$ cat config.mk
export PLATFORM = sky130hd
export DESIGN_NAME = realign
export DESIGN_NICKNAME = d
export VERILOG_FILES = /design/src/fetch_pkg.sv /design/src/realign.sv
export SDC_FILE = /design/constraint.sdc
export NUM_CORES = 1
export LEC_CHECK = 0
export BUFFER_PORTS_ARGS = -buffer_cell sky130_fd_sc_hd__buf_4
export CAP_MARGIN = 20
export CORE_MARGIN = 2
export CORE_UTILIZATION = 30
export DETAILED_ROUTE_END_ITERATION = 10
export PLACE_DENSITY = 0.59
export SLEW_MARGIN = 20
export SYNTH_ARGS = -nofsm -noshare
export SYNTH_HDL_FRONTEND = slang
export SYNTH_SLANG_ARGS = --single-unit
$ cat constraint.sdc
create_clock -name clk -period 3.35 [get_ports clk]
set_input_delay 0.67 -clock clk [delete_from_list [all_inputs] [get_ports clk]]
set_output_delay 0.67 -clock clk [all_outputs]
set_load 0.01 [all_outputs]
$ cat src/fetch_pkg.sv
// **************************************************
// Shared widths and types for the fetch path
// Byte addresses are imem_addr_w bits and wrap at the top of memory
// **************************************************

package fetch_pkg;

    // Data word width
    localparam int xlen = 32;

    // One compressed parcel is half a word
    localparam int parcel_w = xlen / 2;

    // Instruction memory size in words
    localparam int imem_depth_words = 256;

    // Byte address width covering the whole memory
    localparam int imem_addr_w = $clog2(imem_depth_words * 4);

    // Word index width, byte address without the two offset bits
    localparam int word_addr_w = imem_addr_w - 2;

    // Realigner states
    // ralgn_idle       no buffered parcel, aligned fetches pass straight through
    // ralgn_icache_req waiting for the first word of a straddling fetch
    // ralgn_if_ack     hi parcel of the previous word is buffered
    typedef enum logic [1:0] {
        ralgn_idle       = 2'b00,
        ralgn_icache_req = 2'b01,
        ralgn_if_ack     = 2'b10
    } ralgn_state_e;

    // Two halves of one memory word
    typedef struct packed {
        logic [parcel_w-1:0] hi;
        logic [parcel_w-1:0] lo;
    } imem_parcels_s;

    // A memory word seen either as one instruction or as two parcels
    // The lo parcel sits at the lower byte address
    typedef union packed {
        logic [xlen-1:0] instr;
        imem_parcels_s   parcel;
    } imem_word_u;

endpackage

$ cat src/realign.sv
// **************************************************
// Joins fetches that straddle two words from two word reads
// A response is used only when it answers the word needed now
// **************************************************
`timescale 1ns/1ps

module realign (
    input  logic                              clk,
    input  logic                              rst_n,
    input  logic [fetch_pkg::imem_addr_w-1:0] if_addr,
    input  logic                              if_req,
    input  logic                              if_kill,
    output logic                              if_ack,
    output fetch_pkg::imem_word_u             if_data,
    input  logic                              stall,
    output logic [fetch_pkg::imem_addr_w-1:0] mem_addr,
    output logic                              mem_req,
    output logic                              mem_kill,
    input  logic                              mem_ack,
    input  fetch_pkg::imem_word_u             mem_data
);
    import fetch_pkg::*;

    ralgn_state_e           state_q;
    ralgn_state_e           state_d;
    logic [parcel_w-1:0]    hi_buf_q;
    logic [word_addr_w-1:0] req_word_q;
    logic [word_addr_w-1:0] need_word;
    logic                   straddle;
    logic                   use_buf;
    logic                   word_hit;
    logic                   buf_load;
    logic                   bump;

    // Bit 1 set means the instruction starts in the hi parcel
    assign straddle = if_addr[1];

    // Buffered hi parcel supplies the low half of the instruction
    assign use_buf = (state_q == ralgn_if_ack) && straddle;

    // With a buffered parcel the following word is the one wanted
    assign need_word = use_buf ? if_addr[imem_addr_w-1:2] + word_addr_w'(1)
                               : if_addr[imem_addr_w-1:2];

    // Word of the request that the current response answers
    always_ff @(posedge clk) begin
        req_word_q <= mem_addr[imem_addr_w-1:2];
    end

    assign word_hit = mem_ack && (req_word_q == need_word);

    // Save the hi parcel of each accepted word, never while decode stalls
    assign buf_load = if_req && !if_kill && !stall && word_hit &&
                      ((state_q == ralgn_icache_req) || use_buf);

    always_ff @(posedge clk) begin
        if (buf_load) begin
            hi_buf_q <= mem_data.parcel.hi;
        end
    end

    // Ask for the second word once the first one is in hand
    assign bump     = use_buf || ((state_q == ralgn_icache_req) && buf_load);
    assign mem_addr = bump ? if_addr + imem_addr_w'(4) : if_addr;
    assign mem_req  = if_req;
    assign mem_kill = if_kill;

    // No ack in idle for a straddling address
    assign if_ack = if_req && !if_kill && word_hit &&
                    ((state_q == ralgn_if_ack) ||
                     ((state_q == ralgn_idle) && !straddle));

    always_comb begin
        if_data = mem_data;
        if (use_buf) begin
            if_data.parcel.hi = mem_data.parcel.lo;
            if_data.parcel.lo = hi_buf_q;
        end
    end

    always_comb begin
        state_d = state_q;
        if (if_kill) begin
            // Restart from the redirect target
            state_d = straddle ? ralgn_icache_req : ralgn_idle;
        end else begin
            case (state_q)
                ralgn_idle: begin
                    if (if_req && straddle) begin
                        state_d = ralgn_icache_req;
                    end
                end
                ralgn_icache_req: begin
                    if (buf_load) begin
                        state_d = ralgn_if_ack;
                    end
                end
                ralgn_if_ack: begin
                    // After a compressed instruction the next fetch is aligned
                    if (!straddle) begin
                        state_d = ralgn_idle;
                    end
                end
                default: begin
                    state_d = ralgn_idle;
                end
            endcase
        end
    end

    always_ff @(posedge clk) begin
        if (!rst_n) begin
            state_q <= ralgn_idle;
        end else begin
            state_q <= state_d;
        end
    end

endmodule

Word-level counts from Yosys, hierarchy flattened
Cells that the tools add are included.
{"block": "totals", "register_bits": 26, "wordCells": 39, "output_inout_bits": 45}
{"block": "op_classes", "n_eq_ne": 6, "addsub": 2, "mux": 9, "n_reduce_logical": 19}
{"cell": "$mux 32", "n": 1}
{"cell": "$logic_and 1x1->1", "n": 11}
{"cell": "$add 10x3->10 const B", "n": 1}
{"cell": "$mux 10", "n": 1}
{"cell": "$add 8x1->8 const B", "n": 1}
{"cell": "$eq 8x8->1", "n": 1}
{"cell": "$mux 2", "n": 4}
{"cell": "$mux 8", "n": 1}
{"cell": "$ne 3x3->1 const B", "n": 2}
{"cell": "$pmux 2 s3", "n": 1}
{"cell": "$logic_not 1->1", "n": 3}
{"cell": "$logic_or 1x1->1", "n": 3}
{"cell": "$ne 3x2->1 const B", "n": 1}
{"cell": "$reduce_and 3->1", "n": 1}
{"cell": "$eq 2x1->1 const B", "n": 1}
{"cell": "$eq 2x2->1 const B", "n": 1}
{"cell": "$logic_not 2->1", "n": 1}
{"cell": "$mux 1", "n": 1}

Depth between registers and ports, before layout
{"block": "logic_depth", "ltp_word": 10, "mapped_depth": 8, "ltp_nobuf": 8}

Worst setup path after synthesis
Ideal clock, no wire load.
{"block": "synth_path", "kind": "input port to output port", "startpoint": "input if_addr[2] (netlist name)", "endpoint": "output mem_addr[9] (netlist name)", "n_path_buf": 0, "stages": 8, "t_arrival_ns": 2.734, "path_slack_ns": -0.054, "path_cell_list": "ha_1 -> nand3_1 -> or2_1 -> a2111o_1 -> and4bb_1 -> nand4b_4 -> a2111oi_4 -> xor2_1"}
{"block": "synth_between", "elab_chain_cells": 9, "elab_cells_between_ends": 10, "classes_between": "add/sub: 2; eq/ne: 1; mux: 2; reduce/logical: 5"}
{"item": "start: declaration", "line": "realign.sv:10", "text": "input logic [fetch_pkg::imem_addr_w-1:0] if_addr,"}
{"item": "$add 8x1->8", "line": "realign.sv:42", "text": "assign need_word = use_buf ? if_addr[imem_addr_w-1:2] + word_addr_w'(1)"}
{"item": "$mux 8", "line": "realign.sv:42"}
{"item": "$eq 8x8->1", "line": "realign.sv:50", "text": "assign word_hit = mem_ack && (req_word_q == need_word);"}
{"item": "$logic_and 1x1->1", "line": "realign.sv:50"}
{"item": "$logic_and 1x1->1 (2 in a row)", "line": "realign.sv:53", "text": "assign buf_load = if_req && !if_kill && !stall && word_hit &&"}
{"item": "$logic_and 1x1->1", "line": "realign.sv:63", "text": "assign bump = use_buf || ((state_q == ralgn_icache_req) && buf_load);"}
{"item": "$logic_or 1x1->1", "line": "realign.sv:63"}
{"item": "$mux 10 *", "line": "realign.sv:64", "text": "assign mem_addr = bump ? if_addr + imem_addr_w'(4) : if_addr;"}
{"item": "end: declaration", "line": "realign.sv:16", "text": "output logic [fetch_pkg::imem_addr_w-1:0] mem_addr,"}
Mark *: on every way between the ends. The rest lies on a longest branch, timed or not.

Final worst setup path
{"block": "layout_path", "startpoint": "input if_addr[3] (netlist name)", "endpoint": "output mem_addr[5] (netlist name)"}
Same word-level chain as after synthesis.

==> metrics.txt <==
top cells by area, synth edfxtp_1 (27%), nand2_1 (22%), dfxtp_1 (11%); Max stage delay on crit path roughly 0.4 ns; GPL Wtd Cong slightly below 0.9; CTS tree yes; proportion of layout cells with a drive suffix above 1 42.2%; Final WS setup -0.0621 ns; Initial Utilization around a third; H-tree levels 1; Synth-to-Final Area Change 60.6%; Max IR drop VDD about 0.00015 V; 1st-iter DRT viols between 60 and 70; outcome finished with violations; DR vias/cell approximately 4.7; setup TNS -0.243 ns; Synth top area share 27.5%; core area between 5000 and 6000 um^2; Vias ~1,900; CP max FO 4; Synth area leader edfxtp_1; CTS sink cnt 26; syn avg cell area 7.80 um^2; final critical-path share of the clock period 102%; final setup fails 7; DRT met1 WL between 2000 and 2500 um; Post-Syn Area roughly 1700 um^2; critical path's slowest cell a2111o_1; Fmax ~290 MHz; Leakage roughly 1.3 nW; IO buf count 90; CTS buffer count 3; ys flop type edfxtp_1; minimum clock period after layout around 3.4 ns; Final Util slightly above 50%; type of origin of the critical path input port; critical path capture point type output port; CP most frequent cell buf_4; top-count cell post-synth nand2_1; Netlist cell types 42; first-pass GRT wire length 7760 um; worst clock skew 0.00661 ns; syn_nets around 270; pwr dens approximately 270 nW/um^2; root buffer cell clkbuf_8; DR WL/cell roughly 12 um; Synth top cells by count nand2_1 (103), edfxtp_1 (16), a21oi_1 (13); worst skew pair latency 0.27 ns; GRT Total Usage approximately 15%; fraction of registers with async set or reset after synthesis 0%; CTS Hold Bufs 0; post-synthesis sequential area ratio around two fifths; initial antenna violation count 0; Max-slew headroom approximately 68%; Worst Setup Path Type input port to output port; final net count approximately 380; Gate Count Post-Synth about 220; Die ar. 6450 um^2; pin count of the biggest net entering global routing 29; failing checks negative setup slack; Yosys reg bits 26; yosys warns 0; met3 WL post-DR about 460 um; num rows 27; hpwl dp 3880 um; Data required, critical path 2.68 ns; first-pass detailed-route iteration total 4; number of synthesized flops with an enable pin 16; CP cell instances buf_8, ha_4, nand4b_1, xnor2_1, a2111o_1, and4bb_2, nand4b_4, buf_4, a21oi_2, xor2_1, buf_4; routed length on met2 between 2000 and 2500 um; hold crit path type input port to flip-flop; # diodes 0; Clock Path Buffers 2; Hold Vio Cnt, Final 0; number of global-route vias before repair roughly 1,700; DRC 0; WHS roughly 0.57 ns; Chip Height ~80 um; Max Cap Viol 0; DRT antenna net count 0; clock slew at reported path FFs 0.09 ns; top layer in use met4; overall die width approximately 80 um; final wirelength about 5000 um; CP Data Arrival Time roughly 2.7 ns; Final Slew Violations 0; gr ovfl total 0; Ports a little over 90; Worst-Margin Slew approximately 0.46 ns; unrepaired setup endpoints after global routing yes
area by class of cell:
class / instances / area, um^2
Multi-Input combinational cell: 180 / 1060
Sequential cell: 26 / 681
Tap cell: 72 / 90.1
Timing Repair Buffer: 118 / 905
Inverter: 4 / 15.0
Fill cell: 553 / 2770
Clock buffer: 4 / 55.1
critical path: cells and delay by family:
family / cells / cell delay [ns]
AO/OA/AOI/OAI: 2 / 0.54
adder cells (fa/ha/maj): 1 / 0.14
buffers and inverters: 3 / 0.42
AND/OR/NAND/NOR: 3 / 0.61
XOR/XNOR: 2 / 0.35
routing by layer:
metal | GRT usage [%] | vias to the layer above
met4 | 4.24 | 0
met2 | 25.6 | 76
li1 | - | 970
met3 | 3.48 | 7
met5 | 0 | -
met1 | 19.0 | 829
worst paths after layout:
kind,start,endpoint,slack [ns],cells after the start
max,if_addr[3],mem_addr[5],-0.06,11
min reg2reg,state_q[0]$_SDFFE_PN0P_,state_q[0]$_SDFFE_PN0P_,0.57,2
max reg2reg,state_q[0]$_SDFFE_PN0P_,hi_buf_q[5]$_DFFE_PP_,0.92,9
min,mem_data[31],hi_buf_q[15]$_DFFE_PP_,0.57,1
report_power, final:
group / leakage (nW) / internal, W / switching [W] / total (W)
sequential: 0.228 / 0.000345 / 0.00000524 / 0.000350
combinational: 1.08 / 0.000108 / 0.0000865 / 0.000194
clock: 0.0288 / 0.000105 / 0.000100 / 0.000206
through the flow:
step	instance area (um^2)	instances	setup WS (ns)	total power, W
2_1_floorplan	1760	224	0.0263	0.000432
3_3_place_gp	2630	396	-0.167	0.000544
3_5_place_dp	2630	396	-0.267	0.000544
4_1_cts	2760	403	-0.145	0.000758
5_1_grt	2810	404	-0.170	0.000791
6_report	2810	404	-0.0621	0.000750
cell families (layout without fill, tap and decap cells):
| kind of cell | Yosys count | in the layout | share of synthesized area, % |
|---|---|---|---|
| compound gates | 31 | 31 | 12.9 |
| fa+ha+maj | 1 | 1 | 0.716 |
| simple gates | 132 | 132 | 34.6 |
| flops | 26 | 26 | 38.9 |
| buf+inv | 18 | 126 | 4.72 |
| xor+xnor | 15 | 15 | 7.52 |
| mux | 1 | 1 | 0.573 |
cells in the final DEF (no fill, tap or decap), types with 2 or more instances in the layout:
cell and instances:
a21oi_1 9, buf_8 2, buf_4 115, xnor2_1 4, a21oi_2 4, nor4_1 3
dfxtp_1 10, xor2_1 9, nor2b_1 3, a2111oi_0 2, xor2_2 2, o21ai_0 3
and3b_1 2, and4_1 2, inv_1 4, nand3b_1 2, nand4b_1 3, clkbuf_8 4
nand2_1 102, edfxtp_1 16, nor2_1 3
what timing repair did:
item,4_1_cts,5_1_grt
setup buffers,3,1
gates resized for setup,11,10
endpoints found under the setup margin,8,8
pin swaps,13,11
registers in the layout, summed over array words and instances (netlist names):
| name | cells |
|---|---|
| req_word_q | 8 |
| hi_buf_q | 16 |
| state_q | 2 |
(Power assumes the default switching activity.)
