## config.mk

```make
export PLATFORM = sky130hd
export DESIGN_NAME = fetch_unit
export DESIGN_NICKNAME = d
export VERILOG_FILES = /design/src/fetch_pkg.sv /design/src/fetch_unit.sv
export SDC_FILE = /design/constraint.sdc
export NUM_CORES = 1
export LEC_CHECK = 0
export BUFFER_PORTS_ARGS = -buffer_cell sky130_fd_sc_hd__buf_4
export CORE_MARGIN = 2
export CORE_UTILIZATION = 35
export CTS_CLUSTER_SIZE = 30
export DETAILED_ROUTE_END_ITERATION = 10
export PLACE_DENSITY = 0.78
export SLEW_MARGIN = 30
export SYNTH_ARGS = -nofsm -noshare
export SYNTH_HDL_FRONTEND = slang
export SYNTH_SLANG_ARGS = --single-unit
```

## constraint.sdc

```tcl
create_clock -name clk -period 3.1 [get_ports clk]
set_input_delay 0.465 -clock clk [delete_from_list [all_inputs] [get_ports clk]]
set_output_delay 0.465 -clock clk [all_outputs]
set_load 0.005 [all_outputs]
```

## src/fetch_pkg.sv

```systemverilog
// **************************************************
// Shared widths and types for the fetch path
// Byte addresses are imem_addr_w bits and wrap at the top of memory
// **************************************************

package fetch_pkg;

    // Data word width
    localparam int xlen = 32;

    // One compressed parcel is half a word
    localparam int parcel_w = xlen / 2;

    // Instruction memory size in words
    localparam int imem_depth_words = 256;

    // Byte address width covering the whole memory
    localparam int imem_addr_w = $clog2(imem_depth_words * 4);

    // Word index width, byte address without the two offset bits
    localparam int word_addr_w = imem_addr_w - 2;

    // Realigner states
    // ralgn_idle       no buffered parcel, aligned fetches pass straight through
    // ralgn_icache_req waiting for the first word of a straddling fetch
    // ralgn_if_ack     hi parcel of the previous word is buffered
    typedef enum logic [1:0] {
        ralgn_idle       = 2'b00,
        ralgn_icache_req = 2'b01,
        ralgn_if_ack     = 2'b10
    } ralgn_state_e;

    // Two halves of one memory word
    typedef struct packed {
        logic [parcel_w-1:0] hi;
        logic [parcel_w-1:0] lo;
    } imem_parcels_s;

    // A memory word seen either as one instruction or as two parcels
    // The lo parcel sits at the lower byte address
    typedef union packed {
        logic [xlen-1:0] instr;
        imem_parcels_s   parcel;
    } imem_word_u;

endpackage

```

## src/fetch_unit.sv

```systemverilog
// **************************************************
// PC register and instruction hand-off to decode
// Compressed instructions leave with the upper half zeroed
// **************************************************
`timescale 1ns/1ps

module fetch_unit (
    input  logic                              clk,
    input  logic                              rst_n,
    input  logic                              run,
    input  logic [fetch_pkg::imem_addr_w-1:0] reset_pc,
    input  logic                              redirect_valid,
    input  logic [fetch_pkg::imem_addr_w-1:0] redirect_pc,
    input  logic                              stall,
    output logic [fetch_pkg::imem_addr_w-1:0] if_addr,
    output logic                              if_req,
    output logic                              if_kill,
    input  logic                              if_ack,
    input  fetch_pkg::imem_word_u             if_data,
    output logic                              instr_valid,
    output fetch_pkg::imem_word_u             instr,
    output logic [fetch_pkg::imem_addr_w-1:0] instr_pc,
    output logic                              instr_compressed
);
    import fetch_pkg::*;

    logic                   running_q;
    logic [imem_addr_w-1:0] pc_q;
    logic [imem_addr_w-1:0] pc_step;
    logic                   compressed;
    logic                   accept;

    // Low two bits of 11 mark a full 32-bit instruction
    assign compressed = (if_data.parcel.lo[1:0] != 2'b11);
    assign pc_step    = compressed ? imem_addr_w'(2) : imem_addr_w'(4);

    // Fetch stays on once run has been seen
    always_ff @(posedge clk) begin
        if (!rst_n) begin
            running_q <= 1'b0;
        end else if (run) begin
            running_q <= 1'b1;
        end
    end

    assign if_req  = running_q;
    assign if_kill = running_q && redirect_valid;

    // The realigner sees the redirect target already in the kill cycle
    assign if_addr = redirect_valid ? redirect_pc : pc_q;

    // Held while decode stalls, so the same response comes back
    assign accept = if_req && if_ack && !stall && !redirect_valid;

    always_ff @(posedge clk) begin
        if (!rst_n) begin
            pc_q <= '0;
        end else if (redirect_valid) begin
            pc_q <= redirect_pc;
        end else if (run && !running_q) begin
            pc_q <= reset_pc;
        end else if (accept) begin
            pc_q <= pc_q + pc_step;
        end
    end

    assign instr_valid      = accept;
    assign instr_pc         = pc_q;
    assign instr_compressed = compressed;

    always_comb begin
        instr.instr = if_data.instr;
        if (compressed) begin
            instr.instr = {{parcel_w{1'b0}}, if_data.parcel.lo};
        end
    end

endmodule

```

# Word level (Yosys, flattened, before mapping)

Cells that the tools add are included.

Bits of input ports: 58
Bits in registers: 11

Equality and inequality tests: 1
Reduce and logical (&&, ||, !) cells: 9
$add $sub $neg: 1
Muxes and demuxes: 6

Operators by type and width:

| cell                                     | number |
|---|---|
| 10-bit two-way mux                       | 4 |
| 32-bit two-way mux                       | 1 |
| 10-bit by 3-bit adder with 10-bit output | 1 |
| 1-bit logical AND                        | 5 |
| 1-bit zero test                          | 3 |
| 3-bit two-way mux                        | 1 |
| 3-bit nonzero test                       | 1 |
| 2-bit != test (second input constant)    | 1 |

# Depth between registers and ports, before layout

Gate-level depths: netlist of the first run.

Depth after elaboration: 6
Mapped depth: 8

# Least setup slack after synthesis of the first run

OpenSTA, ideal clock, no wires.

Kind: input -> register
From: input port if_data[0] (netlist bit)
To: register pc_q[9], in the netlist instr_pc[9]
Stages on the path: 8
Slack: 1247 ps
Data arrival time: 1718 ps
Required time: 2965 ps
Library setup time: 135 ps
Cells stage by stage: and2_1 inv_1 and2_1 ha_1 a31o_2 nor3b_1 nor4_1 nor4_2

Word-level cells in the longest chain between the ends: 6

Ends and longest elaborated chain:

| element                                  | line             | text |
|---|---|---|
| from (decl)                              | fetch_unit.sv:19 | `input fetch_pkg::imem_word_u if_data,` |
| 2-bit != test                            | fetch_unit.sv:34 | `assign compressed = (if_data.parcel.lo[1:0] != 2'b11);` |
| named net instr_compressed               | fetch_unit.sv:23 | `output logic instr_compressed` |
| 3-bit two-way mux                        | fetch_unit.sv:35 | `assign pc_step = compressed ? imem_addr_w'(2) : imem_addr_w'(4);` |
| 10-bit by 3-bit adder with 10-bit output | fetch_unit.sv:63 | `pc_q <= pc_q + pc_step;` |
| 10-bit two-way mux                       | fetch_unit.sv:62 | `end else if (accept) begin` |
| 10-bit two-way mux                       | fetch_unit.sv:60 | `end else if (run && !running_q) begin` |
| 10-bit two-way mux                       | fetch_unit.sv:58 | `end else if (redirect_valid) begin` |
| to (signal assigned)                     | fetch_unit.sv:59 | `pc_q <= redirect_pc;` |
| to (signal assigned)                     | fetch_unit.sv:61 | `pc_q <= reset_pc;` |
| to (signal assigned)                     | fetch_unit.sv:63 |  |
| to (decl)                                | fetch_unit.sv:28 | `logic [imem_addr_w-1:0] pc_q;` |

The timed path passes the listed nets, and every way through them passes these cells. The select of a mux whose other input is x is not followed.
A chain may end at the register's enable or synchronous reset.

# Final worst setup path of the first run

From: input port if_data[0] (netlist bit)
To: register pc_q[9], in the netlist instr_pc[9]

Word-level cells in the longest chain between the ends: 6

Ends and longest elaborated chain:

| element                                  | line |
|---|---|
| 2-bit != test                            | fetch_unit.sv:34 |
| 3-bit two-way mux                        | fetch_unit.sv:35 |
| 10-bit by 3-bit adder with 10-bit output | fetch_unit.sv:63 |
| 10-bit two-way mux                       | fetch_unit.sv:62 |
| 10-bit two-way mux                       | fetch_unit.sv:60 |
| 10-bit two-way mux                       | fetch_unit.sv:58 |

Every way passes these cells. The select of a mux whose other input is x is not followed.

==> results of run 1 <==
[through the flow]
stage	hold slack, ns	util [%]	cells
final	0.441	55.7	257
after global placement	0.524	54.8	253
after detailed placement	0.523	54.8	253
after floorplan	0.492	-	147
after global routing	0.459	55.7	257
after CTS	0.441	55.7	257
[synthesized netlist by cell type (4+ instances only)]
master,n,area (um2)
mux2_2,9,101
nand2_1,7,26.3
and3_1,17,106
and2_1,5,31.3
nand3_1,7,35.0
a21oi_1,4,20.0
dfxtp_1,11,220
buf_4,16,120
nor2_1,8,30.0
inv_1,5,18.8
o21ai_0,4,20.0
buf_2,4,20.0
[layer usage]
metal	vias to the layer above	part of all wire (%)
li1	676	-
met1	634	37
met2	108	48
met3	8	14
met4	0	1.2
met5	-	0
[cells in the final DEF (no fill, tap or decap), types with 2 or more instances in the layout]
cell,netlist,routed
buf_4,16,85
and3_1,17,17
dfxtp_1,11,11
mux2_2,9,9
nor2_1,8,8
nand2_1,7,7
nand3_1,7,7
and2_1,5,5
inv_1,5,5
o21ai_0,4,4
a21oi_1,4,4
and3b_1,3,3
a222oi_1,3,3
nor3_1,3,3
clkbuf_4,0,3
nand2b_1,2,2
nor2b_1,2,2
nand4b_1,2,2
a22o_1,2,2
o311ai_0,2,2
a31o_2,2,2
a211oi_1,2,2
nor3b_1,2,2
o41ai_1,2,2
[flip-flops by register name (all words and copies together) (netlist names)]
register and count:
if_req 1, instr_pc 10
[where the power goes]
group / internal, W / total (W) / leakage [nW] / switching (W)
Clock: 0.0000497 / 0.000101 / 0.0150 / 0.0000512
Combinational: 0.000117 / 0.000195 / 0.753 / 0.0000781
Sequential: 0.000152 / 0.000169 / 0.0908 / 0.0000169
Total: 0.000319 / 0.000465 / 0.859 / 0.000146
[critical path, stage by stage]
cell and delay (ns):
buf_4 0.17, and2_1 0.16, inv_1 0.08, and2_1 0.16, ha_1 0.17, a31o_2 0.26
nor3b_1 0.16, nor4_1 0.32, nor4_2 0.09
[final cells by class]
cell class	instances	area, um2	share of cell area (%)
Inverter	5	18.8	1.09
Multi-Input combinational cell	108	769	44.5
Timing Repair Buffer	85	638	36.9
Sequential cell	11	220	12.7
Clock buffer	4	26.3	1.52
Tap cell	44	55.1	3.19
[worst min-delay path by stage]
stage                        start          end  slack [ns]  depth (start not counted)
global placement       instr_pc[6]  instr_pc[6]        0.52                          2
detailed placement     instr_pc[6]  instr_pc[6]        0.52                          2
CTS                 redirect_pc[1]  instr_pc[1]        0.44                          3
floorplan              instr_pc[6]  instr_pc[6]        0.49                          2
global route        redirect_pc[1]  instr_pc[1]        0.46                          3
finish              redirect_pc[1]  instr_pc[1]        0.44                          3
[cell families (layout without fill, tap and decap cells)]
logic type                 after synthesis  count (layout)  share of synthesized area, %
and+or+nand+nor                         65              65                          34.5
adders and majority gates                1               1                          1.08
DFF                                     11              11                          19.0
xor gates and xnor gates                 1               1                         0.755
AOI/OAI and AO/OA                       32              32                          21.3
muxes                                    9               9                          8.74
buffers and inverters                   28              94                          14.7
==> summary.md, run 1 <==
| Metric | Value |
|---|---|
| Final WS setup | `1.21 ns` |
| Clock Skew | `around 0.0046 ns` |
| Number of port buffers | `85` |
| Final #Nets | `approximately 270` |
| #FFs+latches synth | `11` |
| M2 GR Usage | `between 30% and 40%` |
| Final setup vio count | `0` |
| Worst R2R Setup Slack | `about 1.4 ns` |
| Initial antenna violation count | `0` |
| Lkg Pwr | `approximately 0.86 nW` |
| Post-route ant nets | `0` |
| Ys Warns | `0` |
| Worst EP required | `3.24 ns` |
| Routed wire length | `3.80 mm` |
| Core area | `between 3000 and 4000 um2` |
| Gr ovfl total | `0` |
| Clock slew at reported path FFs | `roughly 0.07 ns` |
| Dpl cell area | `1700 um2` |
| Post-CTS Setup Bufs | `0` |
| Drt via density | `5.55` |
| CP endpoint kind | `flop` |
| Slew Limit Fails | `0` |
| Synth Instances | `147` |
| Met3 Use GR | `under 10%` |
| Worst rel slew slack | `66.4%` |
| CTS tree | `yes` |
| Syn Nets | `206` |
| Clock Tree Buf Depth | `2` |
| Die area | `3790 um2` |
| Register area share after synthesis | `19.0%` |
| Die width | `61.6 um` |
| First-pass DRT Iterations | `6` |
| Pin count of the biggest net entering global routing | `32` |
| Netlist cell types | `45` |
| Peak supply drop | `about 0.00017 V` |
| Status | `finished clean` |
| Chip Height | `61.6 um` |
| Total CTS buffers | `3` |
| CP Launch Point | `if_data[0]` |
| RSZ-0062 raised after global routing | `false` |
| I/O pin count | `approximately 110` |
| Pre-CTS setup slack | `around 0.94 ns` |
| Max cap viols | `0` |
| Hold buffers post-CTS | `0` |
| Async set-reset flop share out of synthesis | `0%` |
| Total GRT Usage | `between 10% and 20%` |
| Worst-margin pin slew | `0.502 ns` |
| Num Clock Sinks | `11` |
| Met1 usage | `23.1%` |
| H-tree levels | `1` |
| Row cnt | `20` |
| Final Hold Fails | `0` |
| Mapped Area | `1160 um2` |
| Reg2reg start | `instr_pc[2]` |
| Post-route setup TNS | `0 ns` |
| Setup CP Type | `in -> reg` |
| FF-to-FF End | `instr_pc[9]` |
| Tmin final | `around 1.9 ns` |
| Gr busiest metal | `met2` |
| Via count | `1426` |
| Crit path DAT | `roughly 2.0 ns` |
| P per Cell Area | `269 nW/um2` |
| CP Launch Type | `input port` |
| Final Instance Area | `1730 um2` |
| DP HPWL | `2.97 mm` |
| Antenna fix cells | `0` |
| Initial Util | `37.4%` |
| Share of cells above drive strength 1 | `48.8%` |
| Fmax | `approximately 530 MHz` |
| DR iter-0 viols | `68` |
| R2R depth | `6` |
| Syn avg cell area | `between 7 and 8 um2` |
| Vias in the first global route | `1257` |
| Ratio of final minimum period to clock period | `60.9%` |
| P&R area growth vs syn | `49.0%` |
| Tot Pwr | `0.000465 W` |
| Synth Flop Type | `dfxtp_1` |
| DRC Markers | `0` |
| Post-CTS Resized | `0` |
| Critical Path Sink | `instr_pc[9]` |
| Worst skew pair latency | `0.27 ns` |
| Hold crit path type | `in -> reg` |
| Global-route wire length before repair | `between 5 and 6 mm` |
| Clk Tree Root Cell | `clkbuf_4` |
| GPL Wtd Cong | `between 0.7 and 0.8` |
| Number of synthesized flops with an enable pin | `0` |
| Fillers | `322` |
| CP Max Fanout | `20` |
| Per-cell routed wire length | `14.8 um` |
(Power assumes the default switching activity.)
==> inputs of run 2 (changes only) <==
==> constraint.sdc (replaced) <==
create_clock -name clk -period 1.95 [get_ports clk]
set_input_delay 0.2925 -clock clk [delete_from_list [all_inputs] [get_ports clk]]
set_output_delay 0.2925 -clock clk [all_outputs]
set_load 0.005 [all_outputs]
==> run 2 against run 1 <==
Against the previous run:
- sequential power rose by 59%
- design area is 1.3% higher
- core utilization increased by 0.73 points
- combinational power rose by 60%
- clock skew fell by 0.0040 ns
- via count fell by 1.3%
- non-clock buffer count up 3
- first-iteration DRC count decreased by 2.9%
- clock power rose by 62%
- worst hold slack worse by 0.19 ns
- critical endpoint unchanged
- largest cell class unchanged
- largest power group unchanged
==> summary.md, run 2 (synthesized netlist as in run 1, its figures left out) <==
| Metric | Value |
|---|---|
| Status | `finished clean` |
| Clock Skew | `0.000558 ns` |
| CTS tree | `yes` |
| FF-to-FF End | `instr_pc[9]` |
| Number of port buffers | `85` |
| Post-route ant nets | `0` |
| Worst rel slew slack | `about two thirds` |
| Vias in the first global route | `between 1000 and 1500` |
| Max cap viols | `0` |
| Hold buffers post-CTS | `0` |
| Die area | `3790 um2` |
| CP Launch Type | `flop` |
| Clk Tree Root Cell | `clkbuf_4` |
| Clock slew at reported path FFs | `around 0.08 ns` |
| Hold crit path type | `in -> reg` |
| Via count | `~1400` |
| CP Max Fanout | `6` |
| Total CTS buffers | `3` |
| DRC Markers | `0` |
| Commonest cells after routing, fill and taps aside | `88 x buf_4, 17 x and3_1, 11 x dfxtp_1` |
| Worst-margin pin slew | `0.476 ns` |
| Core area | `between 3000 and 4000 um2` |
| Share of cells above drive strength 1 | `49.5%` |
| Row cnt | `20` |
| Worst R2R Setup Slack | `0.28 ns` |
| Worst EP required | `2.10 ns` |
| Final Hold Fails | `0` |
| H-tree levels | `1` |
| Hold endpoint | `instr_pc[1]` |
| P&R area growth vs syn | `50.9%` |
| Post-CTS Resized | `0` |
| Initial Util | `37.4%` |
| GPL Wtd Cong | `0.788` |
| Slew Limit Fails | `0` |
| Initial antenna violation count | `0` |
| Worst skew pair latency | `0.27 ns` |
| Gr ovfl total | `0` |
| Final setup vio count | `0` |
| Routed wire length | `3.73 mm` |
| Post-CTS Setup Bufs | `0` |
| Die width | `61.6 um` |
| Antenna fix cells | `0` |
| I/O pin count | `114` |
| Drt via density | `5.41` |
| Fillers | `318` |
| Per-cell routed wire length | `approximately 14 um` |
| R2R depth | `6` |
| Post-route setup TNS | `0 ns` |
| Fmax | `between 600 and 700 MHz` |
| Crit path DAT | `1.81 ns` |
| DR iter-0 viols | `66` |
| Total GRT Usage | `19.6%` |
| Chip Height | `61.6 um` |
| Global-route wire length before repair | `5.55 mm` |
| Num Clock Sinks | `11` |
| Ratio of final minimum period to clock period | `approximately 85%` |
| DP HPWL | `2.95 mm` |
| Tmin final | `approximately 1.7 ns` |
| HP Start | `redirect_pc[1]` |
| CP endpoint kind | `flop` |
| First-pass DRT Iterations | `5` |
| Clock Tree Buf Depth | `2` |
| Cells after DPL | `about 260` |
| Lkg Pwr | `0.874 nW` |
| Layout Cells excl Fill | `260` |
| RSZ-0062 raised after global routing | `false` |
| Peak supply drop | `0.000262 V` |
| Setup CP Type | `reg -> reg` |
| Pin count of the biggest net entering global routing | `32` |
| Final #Nets | `276` |
| Number of flip-flops in the largest register | `10` |
| Reg2reg start | `instr_pc[2]` |
| Leading cell type in the layout, fill and taps excluded | `buf_4` |
| Hold path cells | `3` |
| P per Cell Area | `between 400 and 500 nW/um2` |
[run 2: cell count changes in the layout (fill, tap and decap cells not counted)]
cell,delta
buf_4,+3
[run 2: how the worst max path moves through the flow]
| stage | depth (start not counted) | slack, ns | startpoint | endpoint |
|---|---|---|---|---|
| 6_report | 6 | 0.28 | instr_pc[2] | instr_pc[9] |
| 5_1_grt | 6 | 0.18 | instr_pc[2] | instr_pc[9] |
| 3_5_place_dp | 9 | 0.05 | if_data[0] | instr_pc[9] |
| 2_1_floorplan | 8 | 0.27 | if_data[0] | instr_pc[9] |
| 3_3_place_gp | 9 | 0.11 | if_data[0] | instr_pc[9] |
| 4_1_cts | 6 | 0.29 | instr_pc[2] | instr_pc[9] |
[run 2: power by group]
part           internal, W  switching [W]  total, W
clock network    0.0000792      0.0000851  0.000164
logic             0.000189       0.000123  0.000312
registers         0.000241      0.0000265  0.000268
total             0.000510       0.000235  0.000745
[run 2: layout make-up]
type / instances / area [um2] / share of cell area [%]
Multi-Input combinational cell: 108 / 769 / 44.0
Timing Repair Buffer: 88 / 661 / 37.7
Sequential cell: 11 / 220 / 12.6
Tap cell: 44 / 55.1 / 3.15
Clock buffer: 4 / 26.3 / 1.50
Inverter: 5 / 18.8 / 1.07
[run 2: critical path, cell delays in order, from the launching register on]
cell	delay, ns
dfxtp_1	0.43
xnor2_1	0.10
ha_1	0.19
a31o_2	0.26
nor3b_1	0.16
nor4_1	0.30
nor4_2	0.09
[run 2: layer usage]
| metal | GRT usage (%) | routed length [um] |
|---|---|---|
| met2 | 35.8 | 1800 |
| met1 | 23.2 | 1420 |
| met3 | 3.78 | 496 |
| met5 | 0 | 0 |
| met4 | 5.17 | 13 |
[run 2: through the flow]
stage | instance area, um2 | hold slack [ns] | worst slack, ns | total power [W] | util, %
4_1_cts | 1750 | 0.252 | 0.287 | 0.000746 | 56.4
6_report | 1750 | 0.253 | 0.285 | 0.000745 | 56.4
5_1_grt | 1750 | 0.248 | 0.176 | 0.000792 | 56.4
2_1_floorplan | 1160 | 0.408 | 0.269 | 0.000430 | -
3_3_place_gp | 1720 | 0.521 | 0.111 | 0.000582 | 55.6
3_5_place_dp | 1720 | 0.528 | 0.0539 | 0.000586 | 55.6
==> inputs of run 3 (changes only) <==
--- a/config.mk
+++ b/config.mk
@@ -5,12 +5,11 @@
 export SDC_FILE = /design/constraint.sdc
 export NUM_CORES = 1
 export LEC_CHECK = 0
-export BUFFER_PORTS_ARGS = -buffer_cell sky130_fd_sc_hd__buf_4
 export CORE_MARGIN = 2
 export CORE_UTILIZATION = 35
 export CTS_CLUSTER_SIZE = 30
 export DETAILED_ROUTE_END_ITERATION = 10
-export PLACE_DENSITY = 0.78
+export DONT_BUFFER_PORTS = 1
 export SLEW_MARGIN = 30
 export SYNTH_ARGS = -nofsm -noshare
 export SYNTH_HDL_FRONTEND = slang
==> constraint.sdc (replaced) <==
create_clock -name clk -period 1.55 [get_ports clk]
set_input_delay 0.2325 -clock clk [delete_from_list [all_inputs] [get_ports clk]]
set_output_delay 0.2325 -clock clk [all_outputs]
set_load 0.005 [all_outputs]
==> run 3 against run 2 <==
Against the previous run:
- maximum frequency is 12% higher
- worst hold slack worse by 0.20 ns
- combinational power is 25% lower
- sequential power grew 23%
- critical endpoint unchanged
- clock power rose by 23%
- largest power group is now registers
- highest routed layer unchanged
- clock-buffer cell count decreased by 1
- power grew 2.9%
- critical path depth is the same
- clock skew up 0.010 ns
==> summary.md, run 3 (synthesized netlist as in run 1, its figures left out) <==
| Metric | Value |
|---|---|
| DR iter-0 viols | `59` |
| Core area | `3100 um2` |
| First-pass DRT Iterations | `5` |
| Routed wire length | `between 3 and 4 mm` |
| Number of flip-flops in the largest register | `10` |
| Pint | `0.000521 W` |
| Status | `finished clean` |
| Worst-margin pin slew | `0.426 ns` |
| P per Cell Area | `634 nW/um2` |
| Clock Tree Buf Depth | `2` |
| Initial antenna violation count | `0` |
| Fmax | `672 MHz` |
| CP Launch Type | `flop` |
| Ratio of final minimum period to clock period | `96.0%` |
| Commonest cells after routing, fill and taps aside | `17 x and3_1, 10 x dfxtp_1, 10 x buf_4` |
| DP HPWL | `2.59 mm` |
| Clock Skew | `roughly 0.011 ns` |
| Max cap viols | `0` |
| Worst rel slew slack | `a little under three quarters` |
| H-tree levels | `1` |
| Tmin final | `1.49 ns` |
| Clk Tree Root Cell | `clkbuf_4` |
| Slew Limit Fails | `0` |
| Via count | `~1100` |
| Die area | `3790 um2` |
| Antenna fix cells | `0` |
| CTS tree | `yes` |
| Reg power frac | `43.1%` |
| Tot Pwr | `0.000767 W` |
| DRC Markers | `0` |
| Final #Nets | `198` |
| Share of cells above drive strength 1 | `29.0%` |
| CP endpoint kind | `flop` |
| Worst EP required | `1.70 ns` |
| Leading cell type in the layout, fill and taps excluded | `and3_1` |
| Switching power total | `0.000245 W` |
| Row cnt | `20` |
| Gr ovfl total | `0` |
| Vias in the first global route | `1038` |
| Net Sw Frac | `32.0%` |
| I/O pin count | `114` |
| Crit path DAT | `1.64 ns` |
| Clock Power Share | `26.4%` |
| Hold buffers post-CTS | `0` |
| CP Max Fanout | `5` |
| Number of port buffers | `0` |
| Initial Util | `a little under two fifths` |
| Total GRT Usage | `16.5%` |
| Drt via density | `6.24` |
| Chip Height | `around 62 um` |
| GPL Wtd Cong | `0.801` |
| Global-route wire length before repair | `about 4.7 mm` |
| Hold crit path type | `in -> reg` |
| Pin count of the biggest net entering global routing | `32` |
| P&R area growth vs syn | `4.31%` |
| Clock slew at reported path FFs | `0.08 ns` |
| Final Hold Fails | `0` |
| Setup CP Type | `reg -> reg` |
| Post-route ant nets | `0` |
| Per-cell routed wire length | `18.7 um` |
| Die width | `61.6 um` |
| Comb pwr share | `30.6%` |
| Total CTS buffers | `3` |
| Num Clock Sinks | `11` |
| Final core occ | `39.0%` |
| Final setup vio count | `0` |
| Peak supply drop | `0.000265 V` |
| Lkg Pwr | `0.495 nW` |
| Worst skew pair latency | `0.27 ns` |
==> run 3: routing by layer <==
| metal | vias up | global-route usage [%] | part of all wire, % |
|---|---|---|---|
| met1 | 537 | 19.3 | 39 |
| met2 | 69 | 29.0 | 50 |
| met4 | 0 | 6.08 | 0.59 |
| met5 | - | 0 | 0 |
| met3 | 6 | 4.20 | 11 |
| li1 | 523 | - | - |
==> run 3: cell type report <==
class,instances,area [um2]
Timing Repair Buffer,10,75.1
Tap cell,44,55.1
Inverter,5,21.3
Clock inverter,1,5.00
Clock buffer,3,22.5
Multi-Input combinational cell,108,810
Sequential cell,11,221
Fill cell,342,1890
==> run 3: what timing repair did <==
action | in CTS | in global routing
hold endpoints to repair | 0 | 0
setup endpoints to repair | 0 | 6
buffers inserted | 0 | 0
gates resized for setup | 0 | 8
==> run 3: per-stage QoR <==
step	setup TNS, ns	std cells	hold WS (ns)	setup WS (ns)	instance area (um2)
floorplan	0	147	0.348	0.00638	1170
global placement	-0.0263	178	0.342	-0.0144	1150
finish	0	182	0.0569	0.0620	1210
detailed placement	-0.153	178	0.344	-0.0724	1150
CTS	0	182	0.0486	0.0260	1180
global route	-0.0777	182	0.0612	-0.0386	1210
==> run 3: worst paths after layout <==
| kind | slack (ns) | start | depth (start not counted) | endpoint |
|---|---|---|---|---|
| min | 0.06 | redirect_valid | 1 | instr_pc[1] |
| max | 0.06 | instr_pc[2] | 6 | instr_pc[9] |
| min reg2reg | 0.54 | instr_pc[6] | 2 | instr_pc[6] |
| max reg2reg | 0.06 | instr_pc[2] | 6 | instr_pc[9] |
==> run 3: power groups by stage <==
stage	registers [W]	clock network, W	logic [W]
floorplan	0.000337	0	0.000207
global placement	0.000335	0	0.000219
detailed placement	0.000336	0	0.000223
CTS	0.000329	0.000205	0.000224
global route	0.000333	0.000222	0.000258
finish	0.000330	0.000202	0.000235
==> run 3: critical path, cell delays in order (launching register included) <==
cell and delay (ns):
dfxtp_1 0.33, xnor2_1 0.13, ha_2 0.19, a31o_4 0.23, nor3b_2 0.16, nor4_1 0.23
nor4_2 0.09
